File: src/ps2_pkg.sv
package ps2_pkg;

    // ------------------------------------------------------------------
    // payload types
    // ------------------------------------------------------------------

    // one byte of scan code set 2
    typedef logic [7:0] scan_code_t;

    // one character, plain 8-bit ascii
    typedef logic [7:0] ascii_t;

    // ------------------------------------------------------------------
    // frame layout
    // ------------------------------------------------------------------

    // start, 8 data bits lsb first, odd parity, stop
    localparam int FRAME_BITS = 11;

    // ------------------------------------------------------------------
    // special scan codes, set 2
    // ------------------------------------------------------------------

    // next byte is a release
    localparam scan_code_t BREAK_PREFIX = 8'hf0;

    // next byte is from the extended key block
    localparam scan_code_t EXT_PREFIX = 8'he0;

    // modifier keys
    localparam scan_code_t LSHIFT_CODE = 8'h12;
    localparam scan_code_t RSHIFT_CODE = 8'h59;
    localparam scan_code_t CAPS_CODE   = 8'h58;

endpackage

File: src/ps2_rx.sv
`timescale 1ns/10ps

module ps2_rx
    import ps2_pkg::*;
#(
    parameter int FILTER_LEN  = 4,
    parameter int IDLE_CYCLES = 2000
) (
    input  logic                  clk,
    input  logic                  rst_n,
    input  logic                  ps2_clk_async,
    input  logic                  ps2_data_async,
    output logic [FRAME_BITS-1:0] frame,
    output logic                  frame_valid
);

    localparam int FLT_W  = $clog2(FILTER_LEN + 1);
    localparam int IDLE_W = $clog2(IDLE_CYCLES + 1);
    localparam int IDX_W  = $clog2(FRAME_BITS);

    logic              clk_meta;
    logic              clk_sync;
    logic              data_meta;
    logic              data_sync;
    logic              clk_filt;
    logic [FLT_W-1:0]  flt_cnt;
    logic              flt_flip;
    logic              fall;
    logic [IDX_W-1:0]  bit_idx;
    logic [IDLE_W-1:0] idle_cnt;

    // ------------------------------------------------------------------
    // two-flop synchronizers, both lines idle high
    // ------------------------------------------------------------------
    always_ff @(posedge clk) begin
        if (!rst_n) begin
            clk_meta  <= 1'b1;
            clk_sync  <= 1'b1;
            data_meta <= 1'b1;
            data_sync <= 1'b1;
        end else begin
            clk_meta  <= ps2_clk_async;
            clk_sync  <= clk_meta;
            data_meta <= ps2_data_async;
            data_sync <= data_meta;
        end
    end

    // ------------------------------------------------------------------
    // clock glitch filter
    // ------------------------------------------------------------------

    // flip once FILTER_LEN samples in a row disagree with the held level
    assign flt_flip = (clk_sync != clk_filt) && (flt_cnt == FLT_W'(FILTER_LEN - 1));

    always_ff @(posedge clk) begin
        if (!rst_n) begin
            clk_filt <= 1'b1;
            flt_cnt  <= '0;
        end else if (clk_sync == clk_filt) begin
            // any agreeing sample restarts the run
            flt_cnt <= '0;
        end else if (flt_flip) begin
            clk_filt <= clk_sync;
            flt_cnt  <= '0;
        end else begin
            flt_cnt <= flt_cnt + 1'b1;
        end
    end

    // filtered falling edge, high-to-low flip
    assign fall = flt_flip & clk_filt;

    // ------------------------------------------------------------------
    // frame capture and idle timeout
    // ------------------------------------------------------------------
    always_ff @(posedge clk) begin
        if (!rst_n) begin
            bit_idx     <= '0;
            idle_cnt    <= '0;
            frame_valid <= 1'b0;
        end else begin
            frame_valid <= 1'b0;
            if (fall) begin
                idle_cnt <= '0;
                if (bit_idx == IDX_W'(FRAME_BITS - 1)) begin
                    // stop bit sampled, frame complete
                    bit_idx     <= '0;
                    frame_valid <= 1'b1;
                end else begin
                    bit_idx <= bit_idx + 1'b1;
                end
            end else if (bit_idx != '0) begin
                // mid-frame with no edge, drop the partial frame on timeout
                if (idle_cnt == IDLE_W'(IDLE_CYCLES - 1)) begin
                    bit_idx  <= '0;
                    idle_cnt <= '0;
                end else begin
                    idle_cnt <= idle_cnt + 1'b1;
                end
            end
        end
    end

    // lsb first, so shift in at the top; bit 0 ends up as start
    always_ff @(posedge clk) begin
        if (fall) begin
            frame <= {data_sync, frame[FRAME_BITS-1:1]};
        end
    end

endmodule

File: src/ps2_frame_check.sv
`timescale 1ns/10ps

module ps2_frame_check
    import ps2_pkg::*;
(
    input  logic                  clk,
    input  logic                  rst_n,
    input  logic [FRAME_BITS-1:0] frame,
    input  logic                  frame_valid,
    output scan_code_t            byte_code,
    output logic                  byte_valid,
    output logic                  frame_error
);

    logic start_ok;
    logic stop_ok;
    logic parity_ok;
    logic frame_ok;

    // ------------------------------------------------------------------
    // frame checks
    // ------------------------------------------------------------------

    // start low, stop high
    assign start_ok = (frame[0] == 1'b0);
    assign stop_ok  = (frame[FRAME_BITS-1] == 1'b1);

    // odd parity over data plus parity bit
    assign parity_ok = ^frame[FRAME_BITS-2:1];

    assign frame_ok = start_ok & stop_ok & parity_ok;

    // one pulse per frame, either byte or error
    always_ff @(posedge clk) begin
        if (!rst_n) begin
            byte_valid  <= 1'b0;
            frame_error <= 1'b0;
        end else begin
            byte_valid  <= frame_valid & frame_ok;
            frame_error <= frame_valid & ~frame_ok;
        end
    end

    // data bits only
    always_ff @(posedge clk) begin
        if (frame_valid) begin
            byte_code <= frame[8:1];
        end
    end

endmodule

File: src/ps2_key_tracker.sv
`timescale 1ns/10ps

module ps2_key_tracker
    import ps2_pkg::*;
(
    input  logic       clk,
    input  logic       rst_n,
    input  scan_code_t byte_code,
    input  logic       byte_valid,
    output scan_code_t key_code,
    output logic       key_make,
    output logic       key_ext,
    output logic       key_valid,
    output logic       shift,
    output logic       caps_lock
);

    logic pend_break;
    logic pend_ext;
    logic lshift_held;
    logic rshift_held;
    logic caps_held;
    logic is_prefix;

    assign is_prefix = (byte_code == BREAK_PREFIX) || (byte_code == EXT_PREFIX);

    // ------------------------------------------------------------------
    // prefix decode and modifier state
    // ------------------------------------------------------------------
    always_ff @(posedge clk) begin
        if (!rst_n) begin
            pend_break  <= 1'b0;
            pend_ext    <= 1'b0;
            lshift_held <= 1'b0;
            rshift_held <= 1'b0;
            caps_held   <= 1'b0;
            caps_lock   <= 1'b0;
            key_valid   <= 1'b0;
        end else begin
            key_valid <= 1'b0;
            if (byte_valid) begin
                if (byte_code == BREAK_PREFIX) begin
                    pend_break <= 1'b1;
                end else if (byte_code == EXT_PREFIX) begin
                    pend_ext <= 1'b1;
                end else begin
                    // real key byte, emit event and clear prefixes
                    key_valid  <= 1'b1;
                    pend_break <= 1'b0;
                    pend_ext   <= 1'b0;
                    // extended codes leave modifiers alone
                    if (!pend_ext) begin
                        case (byte_code)
                            LSHIFT_CODE: lshift_held <= ~pend_break;
                            RSHIFT_CODE: rshift_held <= ~pend_break;
                            CAPS_CODE: begin
                                // toggle on first make only, typematic repeats ignored
                                if (pend_break) begin
                                    caps_held <= 1'b0;
                                end else if (!caps_held) begin
                                    caps_held <= 1'b1;
                                    caps_lock <= ~caps_lock;
                                end
                            end
                            default: ;
                        endcase
                    end
                end
            end
        end
    end

    // event payload
    always_ff @(posedge clk) begin
        if (byte_valid && !is_prefix) begin
            key_code <= byte_code;
            key_make <= ~pend_break;
            key_ext  <= pend_ext;
        end
    end

    // either shift key
    assign shift = lshift_held | rshift_held;

endmodule

File: src/ps2_ascii_map.sv
`timescale 1ns/10ps

module ps2_ascii_map
    import ps2_pkg::*;
(
    input  logic       clk,
    input  logic       rst_n,
    input  scan_code_t key_code,
    input  logic       key_make,
    input  logic       key_ext,
    input  logic       key_valid,
    input  logic       shift,
    input  logic       caps_lock,
    output ascii_t     char_code,
    output logic       char_valid
);

    // table entry: {hit, is_letter, plain char, shifted char}
    logic [17:0] entry;
    logic        hit;
    logic        is_letter;
    ascii_t      plain_char;
    ascii_t      shifted_char;
    logic        use_shifted;

    // ------------------------------------------------------------------
    // scan code set 2 lookup, us layout
    // ------------------------------------------------------------------
    always_comb begin
        case (key_code)
            // letters
            8'h1c: entry = {2'b11, "a", "A"};
            8'h32: entry = {2'b11, "b", "B"};
            8'h21: entry = {2'b11, "c", "C"};
            8'h23: entry = {2'b11, "d", "D"};
            8'h24: entry = {2'b11, "e", "E"};
            8'h2b: entry = {2'b11, "f", "F"};
            8'h34: entry = {2'b11, "g", "G"};
            8'h33: entry = {2'b11, "h", "H"};
            8'h43: entry = {2'b11, "i", "I"};
            8'h3b: entry = {2'b11, "j", "J"};
            8'h42: entry = {2'b11, "k", "K"};
            8'h4b: entry = {2'b11, "l", "L"};
            8'h3a: entry = {2'b11, "m", "M"};
            8'h31: entry = {2'b11, "n", "N"};
            8'h44: entry = {2'b11, "o", "O"};
            8'h4d: entry = {2'b11, "p", "P"};
            8'h15: entry = {2'b11, "q", "Q"};
            8'h2d: entry = {2'b11, "r", "R"};
            8'h1b: entry = {2'b11, "s", "S"};
            8'h2c: entry = {2'b11, "t", "T"};
            8'h3c: entry = {2'b11, "u", "U"};
            8'h2a: entry = {2'b11, "v", "V"};
            8'h1d: entry = {2'b11, "w", "W"};
            8'h22: entry = {2'b11, "x", "X"};
            8'h35: entry = {2'b11, "y", "Y"};
            8'h1a: entry = {2'b11, "z", "Z"};
            // top-row digits and their shifted symbols
            8'h45: entry = {2'b10, "0", ")"};
            8'h16: entry = {2'b10, "1", "!"};
            8'h1e: entry = {2'b10, "2", "@"};
            8'h26: entry = {2'b10, "3", "#"};
            8'h25: entry = {2'b10, "4", "$"};
            8'h2e: entry = {2'b10, "5", "%"};
            8'h36: entry = {2'b10, "6", "^"};
            8'h3d: entry = {2'b10, "7", "&"};
            8'h3e: entry = {2'b10, "8", "*"};
            8'h46: entry = {2'b10, "9", "("};
            // whitespace and control, same with shift
            8'h29: entry = {2'b10, 8'h20, 8'h20};
            8'h5a: entry = {2'b10, 8'h0d, 8'h0d};
            8'h66: entry = {2'b10, 8'h08, 8'h08};
            default: entry = '0;
        endcase
    end

    assign hit          = entry[17];
    assign is_letter    = entry[16];
    assign plain_char   = entry[15:8];
    assign shifted_char = entry[7:0];

    // caps only flips letters
    assign use_shifted = is_letter ? (shift ^ caps_lock) : shift;

    // presses of mapped, non-extended keys only
    always_ff @(posedge clk) begin
        if (!rst_n) begin
            char_valid <= 1'b0;
        end else begin
            char_valid <= key_valid & key_make & ~key_ext & hit;
        end
    end

    always_ff @(posedge clk) begin
        if (key_valid) begin
            char_code <= use_shifted ? shifted_char : plain_char;
        end
    end

endmodule

File: src/ps2_keyboard_top.sv
`timescale 1ns/10ps

module ps2_keyboard_top
    import ps2_pkg::*;
#(
    parameter int FILTER_LEN  = 4,
    parameter int IDLE_CYCLES = 2000
) (
    input  logic       clk,
    input  logic       rst_n,
    input  logic       ps2_clk_async,
    input  logic       ps2_data_async,
    output logic       frame_error,
    output scan_code_t key_code,
    output logic       key_make,
    output logic       key_ext,
    output logic       key_valid,
    output logic       shift,
    output logic       caps_lock,
    output ascii_t     char_code,
    output logic       char_valid
);

    // ------------------------------------------------------------------
    // stage links
    // ------------------------------------------------------------------
    logic [FRAME_BITS-1:0] frame;
    logic                  frame_valid;
    scan_code_t            byte_code;
    logic                  byte_valid;

    // line sync, clock filter, frame capture
    ps2_rx #(
        .FILTER_LEN  (FILTER_LEN),
        .IDLE_CYCLES (IDLE_CYCLES)
    ) ps2_rx_inst (
        .clk            (clk),
        .rst_n          (rst_n),
        .ps2_clk_async  (ps2_clk_async),
        .ps2_data_async (ps2_data_async),
        .frame          (frame),
        .frame_valid    (frame_valid)
    );

    // start, parity, stop
    ps2_frame_check ps2_frame_check_inst (
        .clk         (clk),
        .rst_n       (rst_n),
        .frame       (frame),
        .frame_valid (frame_valid),
        .byte_code   (byte_code),
        .byte_valid  (byte_valid),
        .frame_error (frame_error)
    );

    // prefixes, shift and caps
    ps2_key_tracker ps2_key_tracker_inst (
        .clk        (clk),
        .rst_n      (rst_n),
        .byte_code  (byte_code),
        .byte_valid (byte_valid),
        .key_code   (key_code),
        .key_make   (key_make),
        .key_ext    (key_ext),
        .key_valid  (key_valid),
        .shift      (shift),
        .caps_lock  (caps_lock)
    );

    // press events to ascii
    ps2_ascii_map ps2_ascii_map_inst (
        .clk        (clk),
        .rst_n      (rst_n),
        .key_code   (key_code),
        .key_make   (key_make),
        .key_ext    (key_ext),
        .key_valid  (key_valid),
        .shift      (shift),
        .caps_lock  (caps_lock),
        .char_code  (char_code),
        .char_valid (char_valid)
    );

endmodule

File: config.mk
export PLATFORM = sky130hd
export DESIGN_NAME = ps2_keyboard_top
export DESIGN_NICKNAME = d
export VERILOG_FILES = /design/src/ps2_pkg.sv /design/src/ps2_rx.sv /design/src/ps2_frame_check.sv /design/src/ps2_key_tracker.sv /design/src/ps2_ascii_map.sv /design/src/ps2_keyboard_top.sv
export SDC_FILE = /design/constraint.sdc
export NUM_CORES = 1
export LEC_CHECK = 0
export ABC_AREA = 1
export BUFFER_PORTS_ARGS = -buffer_cell sky130_fd_sc_hd__buf_2
export CORE_MARGIN = 2
export CORE_UTILIZATION = 30
export CTS_BUF_LIST = sky130_fd_sc_hd__clkbuf_4 sky130_fd_sc_hd__clkbuf_8 sky130_fd_sc_hd__clkbuf_16
export DETAILED_ROUTE_END_ITERATION = 6
export PLACE_DENSITY_LB_ADDON = 0.08
export SLEW_MARGIN = 30
export SYNTH_ARGS = -nofsm -noshare
export SYNTH_HDL_FRONTEND = slang
export SYNTH_SLANG_ARGS = --single-unit
File: constraint.sdc
create_clock -name clk -period 2.6 [get_ports clk]
set_input_delay 0.39 -clock clk [delete_from_list [all_inputs] [get_ports clk]]
set_output_delay 0.39 -clock clk [all_outputs]
set_load 0.005 [all_outputs]
# ---- Yosys cells after proc, flatten, opt, wreduce, memory -nomap -nowiden
# Memories as Yosys holds them, arrays and structs flattened. A register that Yosys moved wholly into a read port is not among the register bits.
# Index checks and enable logic that the tools add are counted.
dict set report classes {
  eq_ne 11
  n_reduce_logical 20
  bitwise 22
  mux 15
  n_addsub 3
}
# op count
set op_table {}
lappend op_table {{$mux W18} 1}
lappend op_table {{$eq A8 B7 Y1 const B} 2}
lappend op_table {{$eq A8 B8 Y1 const B} 2}
lappend op_table {{$mux W4} 4}
lappend op_table {{$reduce_and A5 Y1} 3}
lappend op_table {{$not A1 Y1} 12}
lappend op_table {{$add A11 B1 Y11 const B} 1}
lappend op_table {{$eq A11 B11 Y1 const B} 1}
lappend op_table {{$mux W11} 1}
lappend op_table {{$reduce_and A2 Y1} 5}
lappend op_table {{$reduce_xor A9 Y1} 1}
lappend op_table {{$and A1 B1 Y1} 8}
lappend op_table {{$eq A8 B5 Y1 const B} 1}
lappend op_table {{$mux W8} 1}
lappend op_table {{$mux W1} 7}
lappend op_table {{$mux W7} 1}
lappend op_table {{$reduce_and A7 Y1} 1}
lappend op_table {{$reduce_or A3 Y1} 2}
lappend op_table {{$add A4 B1 Y4 const B} 1}
lappend op_table {{$eq A4 B4 Y1 const B} 1}
lappend op_table {{$reduce_bool A2 Y1} 2}
lappend op_table {{$reduce_bool A4 Y1} 1}
lappend op_table {{$add A3 B1 Y3 const B} 1}
lappend op_table {{$eq A3 B2 Y1 const B} 1}
lappend op_table {{other kinds (9)} 10}
dict set report totals {
  mem_count 1
  out_inout_bits 23
  elab_cells 97
  mem_bits_ro 2048
  reg_bits 71
  in_bits 4
}
# name words word_bits read_ports rd_clocked_by_memory_dff write_ports line
set mem_list {}
lappend mem_list {{(no name shown)} 128 16 1 1 0 ps2_ascii_map.sv:30} ;# case (key_code)

# ---- Depth between registers and ports, before layout
# Gate-level depths: netlist of the first run.
dict set report logic_depth {
  word_depth 5
  ltp_mapped 20
  ltp_nobuf 19
}

# ---- Cells and area by module
# Synthesis of the first run repeated with hierarchy kept, for this count alone.
dict set report hier_totals {
  cells_unflattened 553
  area_unflattened_um2 4056.4
}
# module cells_per_inst area_per_inst_um2 n_inst
set modules_own_cells {}
lappend modules_own_cells {ps2_rx 159 1458.9 1}
lappend modules_own_cells {ps2_ascii_map 256 1371.3 1}
lappend modules_own_cells {ps2_key_tracker 88 762.0 1}
lappend modules_own_cells {ps2_frame_check 50 464.2 1}

# ---- Worst setup path after synthesis of the first run
# OpenSTA, ideal clock, no wires.
dict set report synth_timing {
  kind {register -> register}
  startpoint {register ps2_frame_check_inst.byte_code[4]}
  endpoint {register with a tool-made name}
  synth_period_minus_slack_ns 2.331
  setup_time_ns 0.070
  slack_ns 0.269
  t_arrival_ns 2.261
  required_ns 2.530
  stages_incl_launch_ff 19
  path_cell_list {edfxtp_1 > inv_2 > nand2_1 > nor2_1 > nand2_2 > nand3_4 > buf_8 > nand2_1 > nand2_1 > ha_1 > inv_1 > nand3_2 > nor2_2 > inv_1 > nor2_1 > nor2_1 > nand2_1 > nand2_1 > a21oi_1}
}
# element line
set synth_rtl {}
lappend synth_rtl {{start, declared} ps2_frame_check.sv:10} ;# output scan_code_t byte_code,
lappend synth_rtl {{start signal, assigned} ps2_frame_check.sv:47} ;# byte_code <= frame[8:1];

==> results of run 1 <==
[cell type report]
type                       instances  area share (%)
tap                              180           4.376
inverter                          61           4.449
timing repair buffer              51           6.297
clock buffer                      13           5.081
multi-input combinational        391           39.22
sequential                        84           39.68
clock inverter                     3          0.8996
[cells by family after synthesis]
logic type | Yosys count | synth area share (%)
compound gates | 65 | 8.519
xor+xnor | 14 | 2.830
fa+ha+maj | 16 | 4.620
buf+inv | 72 | 7.103
flops | 84 | 47.13
other cells | 1 | 0.08655
simple gates | 295 | 29.71
[synthesized netlist by cell type, drive strengths merged (3+ instances only)]
cell and number:
edfxtp 36, xnor2 7, nor3 6, inv 59, nand4 4, nor2 64, o21ai 31, buf 9
a21oi 24, dfxtp 48, nand3 46, ha 16, o22ai 3, nand2 167, or2 6, xor2 7
[per-layer routing]
metal,track usage [%],routed length [um],part of all wire (%)
met1,18.52,4909,45
met3,4.350,497,4.6
met4,6.390,283,2.6
met2,25.48,5226,48
met5,0,0,0
[timing repair]
| action | CTS | global route |
|---|---|---|
| endpoints found under the setup margin | 0 | 13 |
| gates resized for setup | 0 | 11 |
| hold buffers | 0 | 0 |
| buffers inserted | 0 | 6 |
[worst max-delay path by stage]
stage / end
floorplan: register
finish: register
global placement: register
global route: register
detailed placement: register
CTS: register
[power groups by stage]
stage / Combinational, W / Clock [W] / Sequential (W)
after global routing: 0.0000246 / 0.00142 / 0.00137
after global placement: 0.0000218 / 0 / 0.00140
final: 0.0000214 / 0.00131 / 0.00137
after detailed placement: 0.0000217 / 0 / 0.00140
after floorplan: 0.0000141 / 0 / 0.00140
after CTS: 0.0000217 / 0.00136 / 0.00137
[metrics by stage]
step,worst slack [ps],cells
after global placement,3.205,761
final,185.5,783
after detailed placement,25.94,761
after floorplan,268.9,547
after CTS,9.368,777
after global routing,-10.58,783
==> results.md, run 1 <==
- Ys flop type: dfxtp_1
- Clock share of power: 48.6%
- Vias in the first global route: 3,582
- Buffers on Ports: 25
- R2R cell count: 18
- Worst path depth: 18
- Grt total ovfl: 0
- Power density over the cells: 525.0 nW/um^2
- Die X: 124.2 um
- Worst Setup SP: ps2_frame_check_inst.byte_code[0]$_DFFE_PP_
- Signal arrival time at the worst endpoint: 2650 ps
- Residual DRC: 0
- CTS sink count: 84
- Worst setup EP type: register
- Largest fanout on the critical path: 6
- Number of library cell types mapped by synthesis: 39
- Critical path, cell by cell: inv_1, nand2_1, nor2_2, o21ai_2, nand3_1, nand2_2, ha_1, or2_2, nand3_1, nand2_1, nand2_1, nand2_1, nand2_1, nand2_1, nand2_1, nand2_1, nand2_1, nand2_1
- Min-delay src: ps2_data_async
- Row cnt: 43
- VDD IR-drop max: 0.0003648 V
- Post-Syn Area: 4333 um^2
- Post-detailed-route count of antenna-violating nets: 0
- Clock-pin slew on the worst setup and hold paths: 60 ps
- Sequential cell area fraction in the yosys report: 47.13%
- Yosys Warn Count: 0
- Logic pwr share: 0.8%
- Fin Setup TNS: 0 ps
- N_diodes: 0
- Crit path launch type: register
- Fin util: 36.79%
- Via-to-Cell Ratio: 4.686
- Syn Area/Cell: 7.921 um^2
- RR Startpoint: ps2_frame_check_inst.byte_code[0]$_DFFE_PP_
- Worst path bufs/invs: 1
- Hold Path Depth: 2
- CTS Buf Count: 9
- WS Path Type: register to register
- Top cell type by total area after synthesis: edfxtp_1
- Fin crit share: 92.86%
- Switch Pwr: 0.0005207 W
- CTS tree: yes
- Initial antenna violation count: 0
- Syn Nets: 567
- Leak pwr: 2.335 nW
- Worst Hold Class: input pin to register
- Final setup viols: 0
- Most frequent cells in the layout: 157 x nand2_1, 57 x nor2_1, 52 x inv_1, 48 x dfxtp_1, 43 x nand3_1
- Worst-Skew Late Latency: 350 ps
- Kind of cell adding the most delay to the critical path: simple AND/OR/NAND/NOR gates
- Dpl hpwl: 8359 um
- Status: finished, final reports clean
- Core area: 13,990 um^2
- Mapped Cells: 547
- Area of the multi-input gates: 2018 um^2
- Final wirelength: 10,920 um
- DR vias: 3,669
- Die area: 15,420 um^2
- H-tree lvl count: 3
- Iteration-0 DRC Markers: 288
- Fmax: 414.2 MHz
- Number of flops mapped to enable cells by yosys: 36
- Die Height: 124.2 um
- Global Route Usage Sum: 15.31%
- Synthesis-to-finish area growth: 18.77%
- Max Slew Vio Count: 0
- Clk root buf: clkbuf_16
- Fill cells: 1,498
- Peak per-stage delay on the critical path: 410 ps
- Reg2Reg Setup Slack: 190 ps
- Count of final hold-check violations: 0
- Avg WL per Cell: 13.94 um
- Initial cell density of the core: 30.97%
- First-pass DRT Iterations: 5
- I/O pins: 27
- Hold_ws: 226.3 ps
- Slowest CP cell: edfxtp_1
- Commonest non-fill, non-tap cell in the layout: nand2_1
- Hold EP: ps2_rx_inst.data_meta$_SDFF_PN1_
- Synthesis-stage register bit count: 84
- Share of cells above drive strength 1: 17.74%
- Nets: 618
- Final worst path period need: 2414 ps
- Top cell type's share of synthesized area: 24.95%
- Pint: 0.002181 W
- Placed cell area: 4755 um^2
- Pwr Total: 0.002702 W
- Sequential cell area: 2042 um^2
- Largest net degree at the start of global routing: 15
- Sw Ratio: 19.27%
- Max-cap violation count: 0
- Worst endpoint required time: 2830 ps
- Synth top area cells: edfxtp_1 25%, dfxtp_1 22%, nand2_1 14%
- CP dominant cell by count: nand2_1
- Placer Congestion: 0.9322
- Clk buf depth: 2
- Post-synth ARST share: 0%
- First-pass GRT wire length: 17,710 um
- Setup Skew: 9.227 ps
- Sequential share of power: 50.6%
- Final Cell Area: 5146 um^2
No activity file was read; power rests on OpenSTA's default activity.
==> run 2: changes to the inputs <==
CORE_MARGIN = 1.5   (was 2)
==> run 2 against run 1 <==
  * Sequential share of layout area is 0.44 points higher
  * Highest routed layer unchanged
  * Wire length shrank 3.9%
  * Maximum frequency is 0.99% higher
  * Sequential cell count is the same
  * Core utilization down 0.40 points
  * Critical path depth shrank 1
  * Setup slack gained 24 ps
  * Clock skew about the same
==> results.md, run 2 (synthesis gave the netlist of run 1 again) <==
- Worst endpoint required time: 2870 ps (+40 ps)
- Final setup viols: 0 (unchanged)
- Grt total ovfl: 0 (unchanged)
- Global Route Usage Sum: 15.47% (+0.15 points)
- CTS Buf Count: 9 (unchanged)
- Max-cap violation count: 0 (unchanged)
- Worst setup margin: 209.1 ps (+23.56 ps)
- Initial antenna violation count: 0 (unchanged)
- Final worst path period need: 2391 ps (-23.56 ps)
- Signal arrival time at the worst endpoint: 2660 ps (about the same)
- Setup Skew: 9.228 ps (+0.001410 ps)
- Sequential cell area: 2042 um^2 (unchanged)
- Fin Setup TNS: 0 ps (unchanged)
- GR met3 Demand/Resource: 4.797% (+0.45 points)
- Clock-pin slew on the worst setup and hold paths: 60 ps (about the same)
- Commonest non-fill, non-tap cell in the layout: nand2_1
- WS Path Type: register to register
- Initial cell density of the core: 30.97% (unchanged)
- Placer Congestion: 0.8815 (-5.4%)
- VDD IR-drop max: 0.0003526 V (-3.4%)
- Placed cell area: 4747 um^2 (-0.16%)
- Vias in the first global route: 3,640 (+1.6%)
- Placement Setup Slack: 39.46 ps (+13.53 ps)
- Iteration-0 DRC Markers: 266 (-7.6%)
- Residual DRC: 0 (unchanged)
- Leak pwr: 2.309 nW (-1.1%)
- First-pass DRT Iterations: 4 (-1)
- I/O pins: 27 (unchanged)
- Die Height: 123.2 um (-0.81%)
- Core area: 13,990 um^2 (unchanged)
- Final wirelength: 10,490 um (-3.9%)
- Nets: 614 (-0.65%)
- H-tree lvl count: 3 (unchanged)
- RSZ-0062 raised after global routing: false
- Worst setup EP type: register
- DR vias: 3,592 (-2.1%)
- Most frequent cells in the layout: 158 x nand2_1, 57 x nor2_1, 53 x inv_1, 48 x dfxtp_1, 42 x nand3_1
- Fill cells: 1,508 (+0.67%)
- Post-detailed-route count of antenna-violating nets: 0 (unchanged)
- Met1 Track Usage GR: 18.28% (-0.24 points)
- Power density over the cells: 520.8 nW/um^2 (-0.80%)
- Fmax: 418.2 MHz (+0.99%)
- Clk root buf: clkbuf_16
- Dpl hpwl: 8208 um (-1.8%)
- Row cnt: 43 (unchanged)
- Via-to-Cell Ratio: 4.611 (-1.6%)
- Largest net degree at the start of global routing: 15 (unchanged)
- Status: finished, final reports clean
- Fin crit share: 91.96% (-0.91 points)
- Area of the multi-input gates: 2008 um^2 (-0.50%)
- Largest fanout on the critical path: 6 (unchanged)
- Clk buf depth: 2 (unchanged)
- Count of final hold-check violations: 0 (unchanged)
- CTS sink count: 84 (unchanged)
- Max Slew Vio Count: 0 (unchanged)
- Die X: 123.2 um (-0.81%)
- Synthesis-to-finish area growth: 17.47%
- Worst Hold Class: input pin to register
- Fin util: 36.39% (-0.40 points)
- First-pass GRT wire length: 17,840 um (+0.78%)
- CTS tree: yes
- N_diodes: 0 (unchanged)
- Most used routing layer: met2
- Share of cells above drive strength 1: 16.69% (-1.1 points)
- Crit path launch type: register
- Avg WL per Cell: 13.46 um (-3.4%)
- Worst-Skew Late Latency: 350 ps (about the same)
- Die area: 15,170 um^2 (-1.6%)
- Hold_buf cts: 0 (unchanged)
- Final Cell Area: 5090 um^2 (-1.1%)
- Buffers on Ports: 25 (unchanged)
- Met2 Track Usage GR: 25.83% (+0.36 points)
## run 2: final timing paths
kind | slack [ps] | endpoint | depth (start not counted) | startpoint
worst max register to register | 210 | register | 17 | ps2_frame_check_inst.byte_code[3]$_DFFE_PP_
worst min register to register | 410 | ps2_rx_inst.frame[10]$_DFFE_PP_ | 0 | ps2_rx_inst.data_sync$_SDFF_PN1_
worst min-delay path | 230 | ps2_rx_inst.clk_meta$_SDFF_PN1_ | 2 | ps2_clk_async
worst max-delay path | 210 | register | 17 | ps2_frame_check_inst.byte_code[3]$_DFFE_PP_
## run 2: metal layers
metal  wire length [um]  up-vias
met5                  0        -
met4                253        0
li1                   -     1862
met1               4707     1654
met3                369       19
met2               5154       57
## run 2: critical path: stages (launching register included)
cell      delay, ps
edfxtp_1        400
inv_1           100
nand2_1         110
nor2_4          150
nand2_1         120
nand3_4         110
nand2_1          70
nand2_2         130
ha_1            250
inv_1            90
nand3_2         160
nor2_2          140
inv_1            70
nor2_1          120
nor2_1           60
nand2_1          70
nand2_1          50
a21oi_1         110
## run 2: layout make-up
type / instances / area share, %
flip-flops and latches: 84 / 40.12
multi-input cells: 391 / 39.45
repair buffers: 47 / 5.703
clock buffers: 11 / 4.720
inverters: 61 / 4.499
well taps: 180 / 4.425
clock inverters: 5 / 1.082
## run 2: what timing repair did
action | in CTS | in global routing
gates resized for setup | 0 | 7
buffers inserted | 0 | 3
endpoints found under the setup margin | 0 | 14
## run 2: per-stage QoR
stage          std cells  hold WS [ps]  power (W)
6_report             779         232.0   0.002651
5_1_grt              779         220.5   0.002754
4_1_cts              776         212.9   0.002704
3_5_place_dp         760         396.4   0.001419
3_3_place_gp         760         391.8   0.001418
2_1_floorplan        547         385.5   0.001411
## run 2: report_power, final
group / switching, W / leakage [nW] / internal, W
sequential: 0.00000118 / 0.715 / 0.00137
clock: 0.000500 / 0.144 / 0.000762
combinational: 0.0000131 / 1.45 / 0.00000795
==> run 3: changes to the inputs <==
ABC_AREA = unset   (was 1)
==> run 3 against run 2 <==
  * First-iteration DRC count is 33% lower
  * Final cell count is 9.0% lower
  * Critical path depth is 11 lower
  * Highest routed layer unchanged
  * Largest cell class is now multi-input combinational cells
  * Total power is 2.2% lower
  * Wire length is 15% higher
  * Area after synthesis is 4.4% higher
  * Core utilization is 1.4 points higher
  * Maximum frequency is 4.5% lower
  * Sequential cell count stayed put
  * Die area is 4.3% higher
  * Count of clock-buffer cells in the layout is 1 lower
==> results.md, run 3 <==
- Final worst path period need: 2502 ps (+111.4 ps)
- Setup Skew: 6.499 ps (-2.729 ps)
- Residual DRC: 0 (unchanged)
- Clock share of power: 46.6% (-1.0 points)
- Worst endpoint required time: 2840 ps (-30 ps)
- Yosys Warn Count: 0 (unchanged)
- Fin util: 37.83% (+1.4 points)
- Max Slew Vio Count: 0 (unchanged)
- Leak pwr: 2.064 nW (-11%)
- Via-to-Cell Ratio: 5.247 (+14%)
- CTS sink count: 84 (unchanged)
- Post-detailed-route count of antenna-violating nets: 0 (unchanged)
- Initial antenna violation count: 0 (unchanged)
- Final wirelength: 12,050 um (+15%)
- Clock-pin slew on the worst setup and hold paths: 60 ps (about the same)
- RSZ-0062 raised after global routing: true
- Top cells by count, synth: 48 x dfxtp_1, 41 x nor2_1, 36 x edfxtp_1
- Worst Hold Class: input pin to register
- First-pass GRT wire length: 19,240 um (+7.8%)
- Worst-Skew Late Latency: 350 ps (about the same)
- Initial cell density of the core: 30.90% (-0.071 points)
- VDD IR-drop max: 0.0002816 V (-20%)
- Mapped Cells: 460 (-16%)
- Number of library cell types mapped by synthesis: 81 (+110%)
- Logic pwr share: 0.6% (-0.2 points)
- Clk root buf: clkbuf_16
- Grt total ovfl: 0 (unchanged)
- Status: finished, final reports clean
- Top cell type by total area after synthesis: edfxtp_1
- Share of cells above drive strength 1: 26.67% (+10 points)
- Switch Pwr: 0.0005624 W (+9.4%)
- Synth top area cells: edfxtp_1 24%, dfxtp_1 21%, ha_1 4.4%
- H-tree lvl count: 3 (unchanged)
- Global Route Usage Sum: 15.68% (+0.21 points)
- Ys flop type: dfxtp_1
- Top cell type's share of synthesized area: 23.89% (-1.1 points)
- Vias in the first global route: 3,545 (-2.6%)
- Most frequent cells in the layout: 52 x buf_4, 47 x dfxtp_1, 39 x nor2_1, 36 x edfxtp_1, 34 x nand2_1
- Synthesis-stage register bit count: 84 (unchanged)
- First-pass DRT Iterations: 7 (+3)
- Iteration-0 DRC Markers: 178 (-33%)
- Placer Congestion: 0.8606 (-2.4%)
- Largest net degree at the start of global routing: 24 (+9)
- Least-Margin Pin Slew: 662.6 ps
- Die Height: 125.8 um (+2.1%)
- Hold_buf cts: 0 (unchanged)
- Post-Syn Area: 4526 um^2 (+4.4%)
- DR vias: 3,720 (+3.6%)
- Worst slew margin: 55.68%
- Pwr Total: 0.002592 W (-2.2%)
- Signal arrival time at the worst endpoint: 2740 ps (+80 ps)
- Die area: 15,830 um^2 (+4.3%)
- Commonest non-fill, non-tap cell in the layout: buf_4
- Hold_ws: 211.9 ps (-20.07 ps)
- WS Path Type: register to register
- Most common cell in the netlist: dfxtp_1
- Crit path launch type: register
- Row cnt: 44 (+2.3%)
- Buffers on Ports: 25 (unchanged)
- N_diodes: 0 (unchanged)
- Syn Nets: 480 (-15%)
- Sequential cell area fraction in the yosys report: 45.12% (-2.0 points)
- Power density over the cells: 467.9 nW/um^2 (-10%)
- Dpl hpwl: 8805 um (+7.3%)
- Number of flops mapped to enable cells by yosys: 36 (unchanged)
- CTS tree: yes
- Worst setup EP type: register
- Clk buf depth: 2 (unchanged)
- Sequential share of power: 52.8% (+1.2 points)
- Max-cap violation count: 0 (unchanged)
- Syn Area/Cell: 9.838 um^2 (+24%)
- Count of final hold-check violations: 0 (unchanged)
- Nets: 540 (-12%)
- I/O pins: 27 (unchanged)
- Sw Ratio: 21.70% (+2.3 points)
- Avg WL per Cell: 16.99 um (+26%)
- Final setup viols: 0 (unchanged)
- Die X: 125.8 um (+2.1%)
- CTS Buf Count: 9 (unchanged)
- Post-synth ARST share: 0% (unchanged)
- Largest fanout on the critical path: 9 (+3)
- Synthesis-to-finish area growth: 22.42%
- Fmax: 399.6 MHz (-4.5%)
- Core area: 14,640 um^2 (+4.7%)
- Pint: 0.002030 W (-5.0%)
- Fin crit share: 96.24% (+4.3 points)
-- run 3: cell types whose count changed after synthesis, moves of 6 or more --
cell and delta:
nand2_1 -125, inv_1 -36, nand3_1 -30, nor2_1 -17, mux2i_1 +14, clkbuf_1 +13
o221ai_1 +10, buf_2 +7, mux2_2 +7, inv_2 -6, nand2b_1 +6, o21ai_1 -6
-- run 3: kinds of logic (layout without fill, tap and decap cells) --
logic type | Yosys count | in the layout | synth area share [%]
other | 1 | 1 | 0.08286
and+or+nand+nor | 150 | 150 | 17.36
buffers and inverters | 49 | 114 | 4.838
adders and majority gates | 16 | 16 | 4.424
xor gates and xnor gates | 21 | 21 | 4.064
DFF | 84 | 84 | 45.12
muxes | 21 | 21 | 4.838
AOI/OAI and AO/OA | 118 | 118 | 19.27
-- run 3: final cells by class --
cell class	count	area, um^2
tap	184	230.2
multi-input combinational	327	2359
timing repair buffer	80	566.8
sequential	84	2043
fill	1498	9104
clock buffer	10	232.7
inverter	18	68.82
clock inverter	6	40.04
-- run 3: power groups by stage --
stage | sequential (W) | clock (W) | combinational [W]
after global routing | 0.00137 | 0.00130 | 0.0000187
after global placement | 0.00140 | 0 | 0.0000166
after detailed placement | 0.00140 | 0 | 0.0000170
final | 0.00137 | 0.00121 | 0.0000164
after CTS | 0.00137 | 0.00125 | 0.0000171
after floorplan | 0.00140 | 0 | 0.0000106
-- run 3: timing repair --
action,CTS,global route
pin swaps,0,7
endpoints found under the setup margin,3,11
setup buffers,0,5
resized for setup,2,20
-- run 3: worst paths after layout --
check                                               from                          endpoint  slack [ps]  cells past startpoint
max          ps2_frame_check_inst.byte_code[0]$_DFFE_PP_                          register         100                      6
min                                       ps2_data_async  ps2_rx_inst.data_meta$_SDFF_PN1_         210                      2
max reg2reg  ps2_frame_check_inst.byte_code[0]$_DFFE_PP_                          register         100                      6
min reg2reg             ps2_rx_inst.data_sync$_SDFF_PN1_   ps2_rx_inst.frame[10]$_DFFE_PP_         410                      0
-- run 3: layer usage --
| metal | wire [um] | vias to the layer above | GRT usage [%] |
|---|---|---|---|
| li1 | - | 1824 | - |
| met1 | 5458 | 1781 | 20.06 |
| met2 | 5753 | 96 | 25.53 |
| met3 | 574 | 19 | 3.866 |
| met4 | 262 | 0 | 6.153 |
| met5 | 0 | - | 0 |
-- run 3: critical path, stage by stage (launching register included) --
cell      delay [ps]
edfxtp_1         460
buf_6            180
or4b_4           560
o41a_1           550
nand2_2          170
a311oi_1          70
a221o_2          390
-- run 3: stage by stage --
step / worst slack (ps) / instance area, um^2 / setup TNS [ps] / cells
2_1_floorplan: 3.462 / 4533 / 0 / 460
3_3_place_gp: -84.10 / 5132 / -118.8 / 688
3_5_place_dp: -105.1 / 5132 / -192.0 / 688
4_1_cts: 5.650 / 5411 / 0 / 704
5_1_grt: -88.73 / 5540 / -200.4 / 709
6_report: 97.68 / 5540 / 0 / 709
